===== src/design/floor_pkg.sv =====
// Floor request controller shared definitions
// Floor count, floor number and lamp mask types, dispatch FSM states

package floor_pkg;

    ////////////////////////////////////////////////////////////////////////////
    // Building geometry
    ////////////////////////////////////////////////////////////////////////////

    // Number of served floors
    localparam int NUM_FLOORS = 11;

    // Bits needed to encode a floor number
    localparam int FLOOR_W = 4;

    ////////////////////////////////////////////////////////////////////////////
    // Types
    ////////////////////////////////////////////////////////////////////////////

    // Floor number, 0 to NUM_FLOORS-1
    typedef logic [FLOOR_W-1:0] floor_t;

    // One bit per floor, for buttons and lamps
    typedef logic [NUM_FLOORS-1:0] floor_mask_t;

    // Car dispatch handshake FSM
    // IDLE     waiting for a pending request
    // REQUEST  move_req high, waiting for the car to arrive
    // RELEASE  move_req low, waiting for move_ack to fall
    typedef enum logic [1:0] {
        IDLE    = 2'd0,
        REQUEST = 2'd1,
        RELEASE = 2'd2
    } dispatch_state_t;

endpackage


===== src/design/button_capture.sv =====
// Button capture
// Picks at most one accepted press per cycle, panel first and lowest floor first,
// pushes it to the request stack and keeps the panel and call lamps

module button_capture (
    input  logic                   clock,
    input  logic                   reset_n,
    input  logic                   power_switch,
    input  logic                   emergency_btn,
    input  floor_pkg::floor_mask_t panel_buttons,
    input  floor_pkg::floor_mask_t floor_call_buttons,
    input  floor_pkg::floor_t      current_floor,
    input  logic                   full,
    input  logic                   pop,
    input  floor_pkg::floor_t      served_floor,
    output logic                   push_valid,
    output floor_pkg::floor_t      push_floor,
    output floor_pkg::floor_mask_t panel_lights,
    output floor_pkg::floor_mask_t call_lights
);

    logic                   abort;
    floor_pkg::floor_mask_t lit;
    floor_pkg::floor_mask_t here_mask;
    floor_pkg::floor_mask_t panel_elig;
    floor_pkg::floor_mask_t call_elig;
    floor_pkg::floor_mask_t pick_mask;
    floor_pkg::floor_mask_t push_mask;
    floor_pkg::floor_mask_t clear_mask;
    logic                   take_panel;

    // Index of the lowest set bit, zero when the mask is empty
    function automatic floor_pkg::floor_t lowest_floor(input floor_pkg::floor_mask_t mask);
        floor_pkg::floor_t result;
        result = '0;
        for (int i = floor_pkg::NUM_FLOORS - 1; i >= 0; i--) begin
            if (mask[i]) begin
                result = floor_pkg::floor_t'(i);
            end
        end
        return result;
    endfunction

    assign abort = !power_switch || emergency_btn;

    ////////////////////////////////////////////////////////////////////////////
    // Press selection
    ////////////////////////////////////////////////////////////////////////////

    // A floor with either lamp lit is already on the stack
    assign lit       = panel_lights | call_lights;
    assign here_mask = floor_pkg::floor_mask_t'(1) << current_floor;

    assign panel_elig = panel_buttons & ~lit & ~here_mask;
    assign call_elig  = floor_call_buttons & ~lit & ~here_mask;

    // Panel presses win over calls in the same cycle
    assign take_panel = |panel_elig;
    assign pick_mask  = take_panel ? panel_elig : call_elig;

    assign push_floor = lowest_floor(pick_mask);

    // A full stack drops the press, no lamp is lit for it
    assign push_valid = !abort && !full && (|pick_mask);

    assign push_mask  = push_valid ? (floor_pkg::floor_mask_t'(1) << push_floor) : '0;
    assign clear_mask = pop ? (floor_pkg::floor_mask_t'(1) << served_floor) : '0;

    ////////////////////////////////////////////////////////////////////////////
    // Lamps
    ////////////////////////////////////////////////////////////////////////////

    always_ff @(posedge clock or negedge reset_n) begin
        if (!reset_n) begin
            panel_lights <= '0;
            call_lights  <= '0;
        end else if (abort) begin
            panel_lights <= '0;
            call_lights  <= '0;
        end else begin
            // Served floor goes dark on both panels, new request lights up
            panel_lights <= (panel_lights & ~clear_mask) | (take_panel ? push_mask : '0);
            call_lights  <= (call_lights & ~clear_mask) | (take_panel ? '0 : push_mask);
        end
    end

endmodule


===== src/design/request_stack.sv =====
// Floor request stack
// LIFO of pending floor numbers; push and pop take one edge, clear wins over both

module request_stack #(
    parameter int STACK_DEPTH = 11
) (
    input  logic              clock,
    input  logic              reset_n,
    input  logic              power_switch,
    input  logic              emergency_btn,
    input  logic              push_valid,
    input  floor_pkg::floor_t push_floor,
    input  logic              pop,
    output floor_pkg::floor_t top_floor,
    output logic              empty,
    output logic              full
);

    // Count needs one value more than the number of slots
    localparam int PTR_W = $clog2(STACK_DEPTH + 1);
    localparam int IDX_W = (STACK_DEPTH > 1) ? $clog2(STACK_DEPTH) : 1;

    floor_pkg::floor_t entries [STACK_DEPTH];

    logic             abort;
    logic             do_push;
    logic             do_pop;
    logic [PTR_W-1:0] count;
    logic [PTR_W-1:0] count_next;
    logic [PTR_W-1:0] wr_ptr;
    logic [PTR_W-1:0] top_ptr;

    assign abort = !power_switch || emergency_btn;

    assign do_push = push_valid && !full && !abort;
    assign do_pop  = pop && !empty && !abort;

    always_comb begin
        count_next = count;
        if (do_push && !do_pop) begin
            count_next = count + PTR_W'(1);
        end else if (do_pop && !do_push) begin
            count_next = count - PTR_W'(1);
        end
    end

    // On a simultaneous pop the new entry overwrites the old top
    assign wr_ptr  = do_pop ? (count - PTR_W'(1)) : count;
    assign top_ptr = empty ? '0 : (count - PTR_W'(1));

    assign top_floor = entries[top_ptr[IDX_W-1:0]];

    ////////////////////////////////////////////////////////////////////////////
    // Pointer and flags
    ////////////////////////////////////////////////////////////////////////////

    always_ff @(posedge clock or negedge reset_n) begin
        if (!reset_n) begin
            count <= '0;
            empty <= 1'b1;
            full  <= 1'b0;
        end else if (abort) begin
            count <= '0;
            empty <= 1'b1;
            full  <= 1'b0;
        end else begin
            count <= count_next;
            empty <= (count_next == '0);
            full  <= (count_next == PTR_W'(STACK_DEPTH));
        end
    end

    // Storage
    always_ff @(posedge clock) begin
        if (do_push) begin
            entries[wr_ptr[IDX_W-1:0]] <= push_floor;
        end
    end

endmodule


===== src/design/dispatch_control.sv =====
// Car dispatch control
// Offers the floor on top of the stack to the car over a four-phase req/ack pair,
// pops the request when the car acknowledges arrival

module dispatch_control (
    input  logic              clock,
    input  logic              reset_n,
    input  logic              power_switch,
    input  logic              emergency_btn,
    input  logic              empty,
    input  floor_pkg::floor_t top_floor,
    input  floor_pkg::floor_t current_floor,
    input  logic              move_ack,
    output logic              move_req,
    output floor_pkg::floor_t target_floor,
    output logic              direction_up,
    output logic              pop,
    output floor_pkg::floor_t served_floor
);

    floor_pkg::dispatch_state_t state;
    floor_pkg::dispatch_state_t state_next;

    logic abort;
    logic start;

    assign abort = !power_switch || emergency_btn;

    // New request only once the car has released the previous ack
    assign start = (state == floor_pkg::IDLE) && !abort && !empty && !move_ack;

    ////////////////////////////////////////////////////////////////////////////
    // Next state
    ////////////////////////////////////////////////////////////////////////////

    always_comb begin
        state_next = state;
        case (state)
            floor_pkg::IDLE: begin
                if (start) begin
                    state_next = floor_pkg::REQUEST;
                end
            end
            floor_pkg::REQUEST: begin
                // Abort withdraws the request even without an ack
                if (abort || move_ack) begin
                    state_next = floor_pkg::RELEASE;
                end
            end
            floor_pkg::RELEASE: begin
                if (!move_ack) begin
                    state_next = floor_pkg::IDLE;
                end
            end
            default: begin
                state_next = floor_pkg::IDLE;
            end
        endcase
    end

    always_ff @(posedge clock or negedge reset_n) begin
        if (!reset_n) begin
            state <= floor_pkg::IDLE;
        end else begin
            state <= state_next;
        end
    end

    // Target and direction held for the whole request
    always_ff @(posedge clock or negedge reset_n) begin
        if (!reset_n) begin
            target_floor <= '0;
            direction_up <= 1'b0;
        end else if (start) begin
            target_floor <= top_floor;
            direction_up <= (top_floor > current_floor);
        end
    end

    ////////////////////////////////////////////////////////////////////////////
    // Outputs
    ////////////////////////////////////////////////////////////////////////////

    assign move_req = (state == floor_pkg::REQUEST);

    // One cycle wide, the cycle the arrival is seen
    assign pop          = (state == floor_pkg::REQUEST) && move_ack && !abort;
    assign served_floor = target_floor;

endmodule


===== src/design/floor_request_top.sv =====
// Elevator floor request controller
// Button capture feeds a LIFO of floor requests, dispatch control serves
// the top entry to the car over a req/ack handshake

module floor_request_top #(
    parameter int STACK_DEPTH = 11
) (
    input  logic                   clock,
    input  logic                   reset_n,
    input  logic                   power_switch,
    input  logic                   emergency_btn,
    input  floor_pkg::floor_mask_t panel_buttons,
    input  floor_pkg::floor_mask_t floor_call_buttons,
    input  floor_pkg::floor_t      current_floor,
    input  logic                   move_ack,
    output logic                   move_req,
    output floor_pkg::floor_t      target_floor,
    output logic                   direction_up,
    output floor_pkg::floor_mask_t panel_lights,
    output floor_pkg::floor_mask_t call_lights
);

    // Capture to stack
    logic              push_valid;
    floor_pkg::floor_t push_floor;

    // Stack status
    logic              empty;
    logic              full;
    floor_pkg::floor_t top_floor;

    // Arrival from dispatch
    logic              pop;
    floor_pkg::floor_t served_floor;

    button_capture u_button_capture (
        .clock              (clock),
        .reset_n            (reset_n),
        .power_switch       (power_switch),
        .emergency_btn      (emergency_btn),
        .panel_buttons      (panel_buttons),
        .floor_call_buttons (floor_call_buttons),
        .current_floor      (current_floor),
        .full               (full),
        .pop                (pop),
        .served_floor       (served_floor),
        .push_valid         (push_valid),
        .push_floor         (push_floor),
        .panel_lights       (panel_lights),
        .call_lights        (call_lights)
    );

    request_stack #(
        .STACK_DEPTH (STACK_DEPTH)
    ) u_request_stack (
        .clock         (clock),
        .reset_n       (reset_n),
        .power_switch  (power_switch),
        .emergency_btn (emergency_btn),
        .push_valid    (push_valid),
        .push_floor    (push_floor),
        .pop           (pop),
        .top_floor     (top_floor),
        .empty         (empty),
        .full          (full)
    );

    dispatch_control u_dispatch_control (
        .clock         (clock),
        .reset_n       (reset_n),
        .power_switch  (power_switch),
        .emergency_btn (emergency_btn),
        .empty         (empty),
        .top_floor     (top_floor),
        .current_floor (current_floor),
        .move_ack      (move_ack),
        .move_req      (move_req),
        .target_floor  (target_floor),
        .direction_up  (direction_up),
        .pop           (pop),
        .served_floor  (served_floor)
    );

endmodule


===== config.mk =====
export PLATFORM = sky130hd
export DESIGN_NAME = floor_request_top
export DESIGN_NICKNAME = d
export VERILOG_FILES = /design/src/design/floor_pkg.sv /design/src/design/button_capture.sv /design/src/design/request_stack.sv /design/src/design/dispatch_control.sv /design/src/design/floor_request_top.sv
export SDC_FILE = /design/constraint.sdc
export NUM_CORES = 1
export LEC_CHECK = 0
export ABC_CLOCK_PERIOD_IN_PS = 4900
export BUFFER_PORTS_ARGS = -buffer_cell sky130_fd_sc_hd__buf_4
export CELL_PAD_IN_SITES_DETAIL_PLACEMENT = 0
export CELL_PAD_IN_SITES_GLOBAL_PLACEMENT = 2
export CORE_MARGIN = 1
export CORE_UTILIZATION = 37
export DETAILED_ROUTE_END_ITERATION = 8
export PLACE_DENSITY_LB_ADDON = 0.1
export SYNTH_ARGS = -nofsm -noshare
export SYNTH_HDL_FRONTEND = slang
export SYNTH_SLANG_ARGS = --single-unit

===== constraint.sdc =====
create_clock -name clock -period 4.9 [get_ports clock]
set_clock_uncertainty 0.05 [all_clocks]
set_input_delay 0.735 -clock clock [delete_from_list [all_inputs] [get_ports clock]]
set_output_delay 0.735 -clock clock [all_outputs]
set_load 0.01 [all_outputs]

* After elaboration in Yosys (flattened, before gate mapping)
Memories as Yosys holds them, arrays and structs flattened. Index checks and enable logic that the tools add are counted.
Storage, ports and cells: register bits 35, ROM bits 0, bits in latches 0, bits of input ports 31, memory bits (writable) 44, logic and storage cells 91, output and inout port bits 28, memories 1
Memory list:
- u_request_stack.entries | words 11, width 4, rd ports 1, clocked after memory_dff 0, wr ports 1, RTL line request_stack.sv:23 | floor_pkg::floor_t entries [STACK_DEPTH];
Operators by class: muxes and demuxes 31, divide/modulo/power cells 0, equal/unequal tests 6, $mul 0, bitwise gates (word level) 12, reduce and logical (&&, ||, !) cells 27, order comparisons 1, add/sub/neg operators 2, shifts and indexed selects 3
Operator list (number):
- 11-bit two-way mux | 7
- 11-bit bitwise AND | 6
- 4-bit two-way mux | 16
- 11-bit NOT | 3
- 11-bit bitwise OR | 3
- 1-bit by 4-bit << shifter with 11-bit output, first input constant | 3
- 11-bit OR reduction | 2
- 1-bit logical AND | 13
- 1-bit zero test | 7
- 2-bit two-way mux | 3
- 2-bit case mux with 3 select lines | 1
- 4-bit by 1-bit adder with 4-bit output, second input constant | 1
- 4-bit == test, second input constant | 1
- 4-bit > comparator | 1
- 4-bit zero test | 1
- 1-bit two-way mux | 4
- 2-bit by 1-bit inequality test with 1-bit output, second input constant | 2
- 4-bit by 1-bit subtractor with 4-bit output, second input constant | 1
- 3-bit AND reduction | 1
- 2-bit by 1-bit == test with 1-bit output, second input constant | 1
- 2-bit == test, second input constant | 1
- 2-bit zero test | 1
- 1-bit logical OR | 2
- 2-bit inequality test, second input constant | 1

* Logic depth before layout (Yosys ltp)
Gate-level depths: netlist (run 1).
depth in word-level cells 22, mapped depth 17, gate-level depth less buffers 15

* Cells and area by module
Synthesis (run 1) repeated with hierarchy kept, for this count alone.
Unflattened totals: cells, all modules 428, area, all modules 4590.7 um^2
By module, submodules not included:
- request_stack | area an instance 2508.7 um^2, seq. area each 1472.7 um^2, cells each 211, instances 1
- button_capture | area an instance 1641.6 um^2, seq. area each 550.5 um^2, cells each 174, instances 1
- dispatch_control | area an instance 440.4 um^2, seq. area each 175.2 um^2, cells each 43, instances 1

* Worst setup path before layout (run 1)
No wires, ideal clock.
kind input -> register, start in current_floor[3], end reg u_request_stack.empty, data arrival time 3451 ps, required time 4756 ps, slack 1305 ps, stages on the path 12, cell sequence buf_4 nor4bb_1 nor4b_1 nor4_1 and4_1 buf_6 a31o_1 nor4b_4 a311oi_4 or3_1 a211o_1 a311oi_1
Between the ends: cells in the longest elaborated chain, start to end 15
Ends and longest elaborated chain:
- start, declared | RTL line floor_request_top.sv:14 | input floor_pkg::floor_t current_floor,
- 1-bit by 4-bit << shifter with 11-bit output (*) | RTL line button_capture.sv:52 | assign here_mask = floor_pkg::floor_mask_t'(1) << current_floor;
- 11-bit NOT (*) | RTL line button_capture.sv:54, button_capture.sv:55
- 11-bit bitwise AND | RTL line button_capture.sv:54 | assign panel_elig = panel_buttons & ~lit & ~here_mask;
- 11-bit OR reduction | RTL line button_capture.sv:58 | assign take_panel = |panel_elig;
- 11-bit two-way mux (*) | RTL line button_capture.sv:59 | assign pick_mask = take_panel ? panel_elig : call_elig;
- 11-bit OR reduction (*) | RTL line button_capture.sv:64 | assign push_valid = !abort && !full && (|pick_mask);
- 1-bit logical AND (*) | RTL line button_capture.sv:64
- 1-bit logical AND (*) (2 in a row) | RTL line request_stack.sv:35 | assign do_push = push_valid && !full && !abort;
- 1-bit zero test | RTL line request_stack.sv:42 | end else if (do_pop && !do_push) begin
- 1-bit logical AND | RTL line request_stack.sv:42
- 4-bit two-way mux | RTL line request_stack.sv:42
- 4-bit two-way mux (*) | RTL line request_stack.sv:40 | if (do_push && !do_pop) begin
- 4-bit zero test (*) | RTL line request_stack.sv:68 | empty <= (count_next == '0);
- 1-bit two-way mux (*) | RTL line request_stack.sv:62 | end else if (abort) begin
- end signal, assigned | RTL line request_stack.sv:68
- end, declared | RTL line request_stack.sv:15 | output logic empty,
Mark *: on every way between the ends. The rest lies on a longest branch, timed or not. A chain may end at the register's enable or synchronous reset.

* Final worst setup path (run 1)
start in current_floor[3], end mem u_request_stack.entries[5][1] (netlist name), enable pin
Between the ends: cells in the longest elaborated chain, start to end 11
Ends and longest elaborated chain:
- 1-bit by 4-bit << shifter with 11-bit output (*) | RTL line button_capture.sv:52
- 11-bit NOT (*) | RTL line button_capture.sv:54, button_capture.sv:55
- 11-bit bitwise AND | RTL line button_capture.sv:54
- 11-bit OR reduction | RTL line button_capture.sv:58
- 11-bit two-way mux (*) | RTL line button_capture.sv:59
- 11-bit OR reduction (*) | RTL line button_capture.sv:64
- 1-bit logical AND (*) | RTL line button_capture.sv:64
- 1-bit logical AND (*) (2 in a row) | RTL line request_stack.sv:35
- 1-bit two-way mux (*) | RTL line request_stack.sv:75 | if (do_push) begin
- 1-bit two-way mux (implied by the code) (*) | RTL line request_stack.sv:76 | entries[wr_ptr[IDX_W-1:0]] <= push_floor;
- end, declared | RTL line request_stack.sv:23
Marks and branches as above.

==> results of run 1 <==
==> registers in the layout, indices dropped and copies added (netlist names) <==
name,flops
u_request_stack.entries,44
u_button_capture.call_lights,11
u_button_capture.panel_lights,11
u_dispatch_control.served_floor,4
u_request_stack.count,4
u_dispatch_control.state,2
u_dispatch_control.direction_up,1
u_request_stack.empty,1
u_request_stack.full,1
==> final cells by class <==
| type | count | area, um2 | share of cell area (%) |
|---|---|---|---|
| Clock buffer | 9 | 225 | 4.23 |
| Clock inverter | 7 | 96.3 | 1.81 |
| Inverter | 25 | 93.8 | 1.76 |
| Multi-Input combinational cell | 310 | 2020 | 38.0 |
| Sequential cell | 79 | 2200 | 41.3 |
| Tap cell | 143 | 179 | 3.36 |
| Timing Repair Buffer | 68 | 510 | 9.59 |
==> path summary, 6_finish.rpt <==
kind	start	end	slack, ps	cells after the start
max	current_floor[3]	u_request_stack.entries[5][1]$_DFFE_PP_	920	10
min	reset_n	u_button_capture.panel_lights[6]$_DFF_PN0_	300	1
max reg2reg	u_request_stack.count[1]$_DFF_PN0_	u_dispatch_control.direction_up$_DFFE_PN0P_	1200	14
min reg2reg	u_dispatch_control.direction_up$_DFFE_PN0P_	u_dispatch_control.direction_up$_DFFE_PN0P_	430	2
max in group asynchronous	reset_n	u_request_stack.empty$_DFF_PN1_	4150	1
min in group clock	u_dispatch_control.direction_up$_DFFE_PN0P_	u_dispatch_control.direction_up$_DFFE_PN0P_	430	2
==> worst max-delay path: stages <==
cell      delay (ps)
buf_4            150
nor4bb_1         370
nor4b_1          170
nor4_1           470
and4_1           480
a31oi_1          150
nor3b_2          240
a311oi_4         560
nand2_1          220
nor2_1           370
==> where the power goes <==
part	switching, W	leakage [nW]	internal (W)
Clock	0.000267	0.150	0.000446
Sequential	0.0000327	0.882	0.000728
Combinational	0.000153	1.05	0.000111
Total	0.000453	2.08	0.00129
==> per-stage QoR <==
step	instances	setup slack [ps]	util, %	power (W)	hold WS, ps
after floorplan	430	1300	-	0.000921	389
after global placement	625	614	43.4	0.00104	416
after detailed placement	625	576	43.4	0.00104	421
after CTS	641	889	46.2	0.00175	314
after global routing	641	611	46.2	0.00181	327
final	641	917	46.2	0.00174	300
==> placed cells by master, fill, tap and decap left out, types with 6 or more instances in the layout <==
cell type  count
a21oi_1       11
a31oi_1        8
buf_4         68
clkbuf_16      9
dfrtp_1       34
edfxtp_1      44
ha_1           6
inv_1         25
mux2_2        10
mux2i_1        7
nand2_1       48
nand3_1        7
nor2_1        38
nor2b_1       11
nor3_1        10
o21ai_0       31
o22ai_1       22
xnor2_1        6
==> logic make-up after synthesis <==
logic type      after synthesis  share of synthesized area [%]
mux                          19                           5.19
buf+inv                      41                           3.93
compound gates              116                           17.8
flops                        79                           50.1
simple gates                163                           20.1
fa+ha+maj                     6                           1.71
xor+xnor                      6                           1.20
==> routing by layer <==
| metal | track usage (%) | share of wire, % | vias up |
|---|---|---|---|
| li1 | - | - | 1748 |
| met1 | 26.1 | 44 | 1698 |
| met2 | 35.2 | 50 | 86 |
| met3 | 5.30 | 4.2 | 12 |
| met4 | 8.31 | 1.5 | 0 |
| met5 | 0 | 0 | - |
==> metrics, run 1 <==
final setup TNS=0 ps; maximum clock insertion buffer count=2; H-tree levels=3; largest net degree at the start of global routing=36; Setup crit end kind=flop; clock sinks=79; Die X=111 um; failing checks=design-rule violations; Yosys cell types=66; WP data required=4850 ps; P&R area growth vs syn=21.2%; Final nets=530; first-pass GRT wire length=19.5 mm; final number of setup-violating endpoints=0; Setup CP Type=in -> reg; DRC violations left=18; Post-synth ARST share=44.3%; postcts setup bufs=0; Fillers=1105; DP Area=5000 um2; HP Class=in -> async; crit start category=input pin; final instance area=5320 um2; CP Max Fanout=10; Least-Margin Pin Slew=743 ps; Placer Congestion=0.844; Synth area leaders=edfxtp_1, dfrtp_1, nand2_1, o21ai_0, nor2_1; fin. max-slew vios=0; routed len/inst=19.2 um; warnings from Yosys=0; Initial Utilization=38.1%; register bit total from synthesis=79; DRT iter0 DRCs=217; diode count=0; fin crit period=3980 ps; crit share post-route=81.3%; RSZ-0062 raised after global routing=no; Skew-Pair Late Insertion Delay=340 ps; DR pass1 iterations=7; most common cell in the synthesized netlist=nand2_1; GRT Total Usage=21.1%; DIE AREA=12300 um2; synth cell count leaders=nand2_1, edfxtp_1, nor2_1, dfrtp_1, o21ai_0; drt via density=5.53; hold buffer count at CTS=0; outcome=complete, but fails checks; ys flop type=edfxtp_1; CTS tree=yes; Post-CTS Resized=0; pwr/cell area=326 nW/um2; Core Area=11500 um2; Synth top area share=30.1%; Die H=111 um; post-synth net total=467; via count=3544; # rows=39; final hold vios=0; Clock Tree Root=clkbuf_16; # IOs=59; antenna viol nets, final=0; EDFF count, synth=44; layout cells sized above 1=22.3%; initial antenna violation count=0; Max-cap violations=0; Fmax=251 MHz; Max transition margin=49.8%; sequential share of the synthesized area=50.1%; VDD IR-drop max=0.000311 V; total CTS buffers=9; Port Buf Inserts=58; area leader, netlist=edfxtp_1; Mapped Area=4390 um2; Mapped Cells=430; vias in the first global route=3475; arrival time worst endpoint=3930 ps; leakage power=2.08 nW; clk slew on worst S/H paths=60 ps; HPWL after detailed placement=9.36 mm; Mean Syn Cell Area=10.2 um2; wirelength, routed=12.3 mm; total gr overflow=0
(Power assumes the default switching activity.)
==> run 2: changes to the inputs <==
Settings changed: ABC_AREA set to 1, ABC_CLOCK_PERIOD_IN_PS 4900 to 3360, CORE_UTILIZATION 37 to 31.
Clock period 4.9 ns to 3.36 ns, I/O delays scaled along.
==> run 2 against run 1 <==
  * The run now ends clean
  * Synthesized area increased by 1.7%
  * Clock power rose by 43%
  * Via count is 9.0% higher
  * Final cell count increased by 23%
  * Combinational power rose by 53%
  * Clock-buffer cell count is the same
  * Non-clock buffer count rose by 8
==> metrics, run 2 <==
HPWL after detailed placement=10.5 mm (+12%); largest net degree at the start of global routing=36 (unchanged); vias in the first global route=3714 (+6.9%); Placer Congestion=0.789 (-6.6%); commonest non-fill, non-tap cell in the layout=nand2_1; maximum clock insertion buffer count=2 (unchanged); EDFF count, synth=44 (unchanged); wirelength, routed=13.3 mm (+7.7%); Reg2Reg Launch Point=u_button_capture.call_lights[5]$_DFF_PN0_; leakage power=2.37 nW (+14%); CTS tree=yes; routed len/inst=16.8 um (-13%); layout cells sized above 1=21.3% (-1.0 points); Die H=122 um (+10%); GRT Total Usage=19.0% (-2.0 points); fin crit period=3000 ps; max FFs per register=44 (unchanged); crit share post-route=89.3%; fin. max-slew vios=0 (unchanged); clk slew on worst S/H paths=70 ps (about the same); Synth area leaders=edfxtp_1, dfrtp_1, nand2_1, nor2_1, inv_1; clock sinks=79 (unchanged); # rows=43 (+10%); final number of setup-violating endpoints=0 (unchanged); H-tree levels=3 (unchanged); Setup CP Type=reg -> reg; Mean Syn Cell Area=8.39 um2 (-18%); HP Class=in -> async; post-synth net total=569 (+22%); diode count=0 (unchanged); Synth top area share=29.6% (-0.49 points); DR pass1 iterations=5 (-2); hold buffer count at CTS=0 (unchanged); pwr/cell area=457 nW/um2 (+40%); VDD IR-drop max=0.000239 V (-23%); final setup TNS=0 ps (unchanged); outcome=complete, no violations; Setup crit end kind=flop; CP Max Fanout=11 (+1); Fillers=1476 (+34%); R2R depth=18 (+4); via count=3864 (+9.0%); DIE AREA=14900 um2 (+21%); area leader, netlist=edfxtp_1; Post-synth ARST share=44.3% (unchanged); Critical R2R Capture=u_request_stack.empty$_DFF_PN1_; synth cell count leaders=nand2_1, nor2_1, inv_1, edfxtp_1, nand3_1; Skew-Pair Late Insertion Delay=340 ps (about the same); most common cell in the synthesized netlist=nand2_1; total gr overflow=0 (unchanged); warnings from Yosys=0 (unchanged); most frequent cells in the layout=nand2_1, nor2_1, buf_4; first-pass GRT wire length=20.8 mm (+6.6%); Post-CTS Resized=0 (unchanged); Core Area=14000 um2 (+21%); final instance area=5520 um2 (+3.8%); RSZ-0062 raised after global routing=no; ys flop type=edfxtp_1; final hold vios=0 (unchanged); initial antenna violation count=0 (unchanged); register bit total from synthesis=79 (unchanged); Mapped Cells=532 (+24%); # IOs=59 (unchanged); Clock Tree Root=clkbuf_16; sequential share of the synthesized area=49.2% (-0.81 points); DP Area=5210 um2 (+4.2%); Max-cap violations=0 (unchanged); Port Buf Inserts=58 (unchanged); Final nets=643 (+21%); Least-Margin Pin Slew=633 ps (-109 ps); P&R area growth vs syn=23.7%; antenna viol nets, final=0 (unchanged); Die X=122 um (+10%); Fmax=333 MHz; Max transition margin=57.4% (+7.6 points); drt via density=4.88 (-12%); postcts setup bufs=0 (unchanged); R2R Setup Slk=360 ps (-840 ps); Mapped Area=4460 um2 (+1.7%); arrival time worst endpoint=3230 ps (-700 ps); WP data required=3590 ps (-1260 ps); total CTS buffers=9 (unchanged); DRC violations left=0 (-18); Initial Utilization=31.9% (-6.2 points); Yosys cell types=39 (-41%); DRT iter0 DRCs=392 (+81%); crit start category=flop
-- run 2: cell types whose count changed after synthesis, sizes merged, moves of 11 or more --
cell	previous run	this run
nand3	7	38
inv	25	60
nor2	39	94
nand2	48	116
nand4	5	29
nor2b	11	0
a21oi	11	23
o22ai	22	0
-- run 2: metal layers --
layer | track usage, % | vias to the layer above | share of wire (%)
met5 | 0 | - | 0
met4 | 5.09 | 0 | 0.94
met3 | 3.93 | 10 | 5.9
met2 | 27.3 | 96 | 43
met1 | 28.7 | 1810 | 51
li1 | - | 1948 | -
-- run 2: how the worst max path moves through the flow --
stage / startpoint / to / slack [ps] / cells past startpoint
after floorplan: current_floor[2] / u_request_stack.entries[10][0]$_DFFE_PP_ / 680 / 15
after global placement: current_floor[2] / u_request_stack.entries[10][3]$_DFFE_PP_ / 70 / 17
after detailed placement: current_floor[2] / u_request_stack.entries[10][3]$_DFFE_PP_ / 40 / 17
after CTS: current_floor[2] / u_request_stack.entries[10][0]$_DFFE_PP_ / 380 / 17
after global routing: u_button_capture.call_lights[5]$_DFF_PN0_ / u_request_stack.empty$_DFF_PN1_ / 100 / 18
final: u_button_capture.call_lights[5]$_DFF_PN0_ / u_request_stack.empty$_DFF_PN1_ / 360 / 18
-- run 2: metrics by stage --
| step | total power (W) | std cells | worst slack (ps) | hold WS, ps | utilization [%] |
|---|---|---|---|---|---|
| floorplan | 0.00133 | 532 | 681 | 158 | - |
| global placement | 0.00153 | 775 | 67.0 | 444 | 37.3 |
| detailed placement | 0.00152 | 775 | 37.4 | 449 | 37.3 |
| CTS | 0.00255 | 791 | 384 | 89.5 | 39.5 |
| global route | 0.00264 | 791 | 104 | 107 | 39.5 |
| finish | 0.00253 | 791 | 359 | 70.4 | 39.5 |
-- run 2: logic make-up (layout without fill, tap and decap cells) --
kind of cell	count (synthesis)	after routing	synth area share (%)
adder cells (fa/ha/maj)	6	6	1.68
buffers and inverters	75	154	6.56
AO/OA/AOI/OAI	70	70	9.50
flip-flops	79	79	49.2
XOR/XNOR	6	6	1.35
AND/OR/NAND/NOR	296	296	31.7
-- run 2: cell type report --
type	instances	area, um2	area share [%]
flip-flops and latches	79	2200	39.8
multi-input cells	378	1970	35.7
repair buffers	76	583	10.6
inverters	62	233	4.21
clock buffers	9	225	4.08
well taps	180	225	4.08
clock inverters	7	86.3	1.56
-- run 2: where the power goes --
group | leakage [nW] | switching, W | internal, W | total [W]
clock network | 0.151 | 0.000425 | 0.000594 | 0.00102
logic | 1.35 | 0.000257 | 0.000149 | 0.000405
registers | 0.870 | 0.0000455 | 0.00106 | 0.00110
-- run 2: critical path: stages (launching register included) --
cell	delay, ps
dfrtp_1	400
nor2_1	430
nand3_1	200
nand2_1	140
nor2_4	60
nand3_4	130
nor2_1	60
nor2_1	250
nand2_1	170
nor2_4	190
nand3_4	130
nand2_8	110
buf_4	150
nand2_2	70
nand3_1	100
nand2_1	90
nor2_1	90
nand3_1	80
nand2_1	60
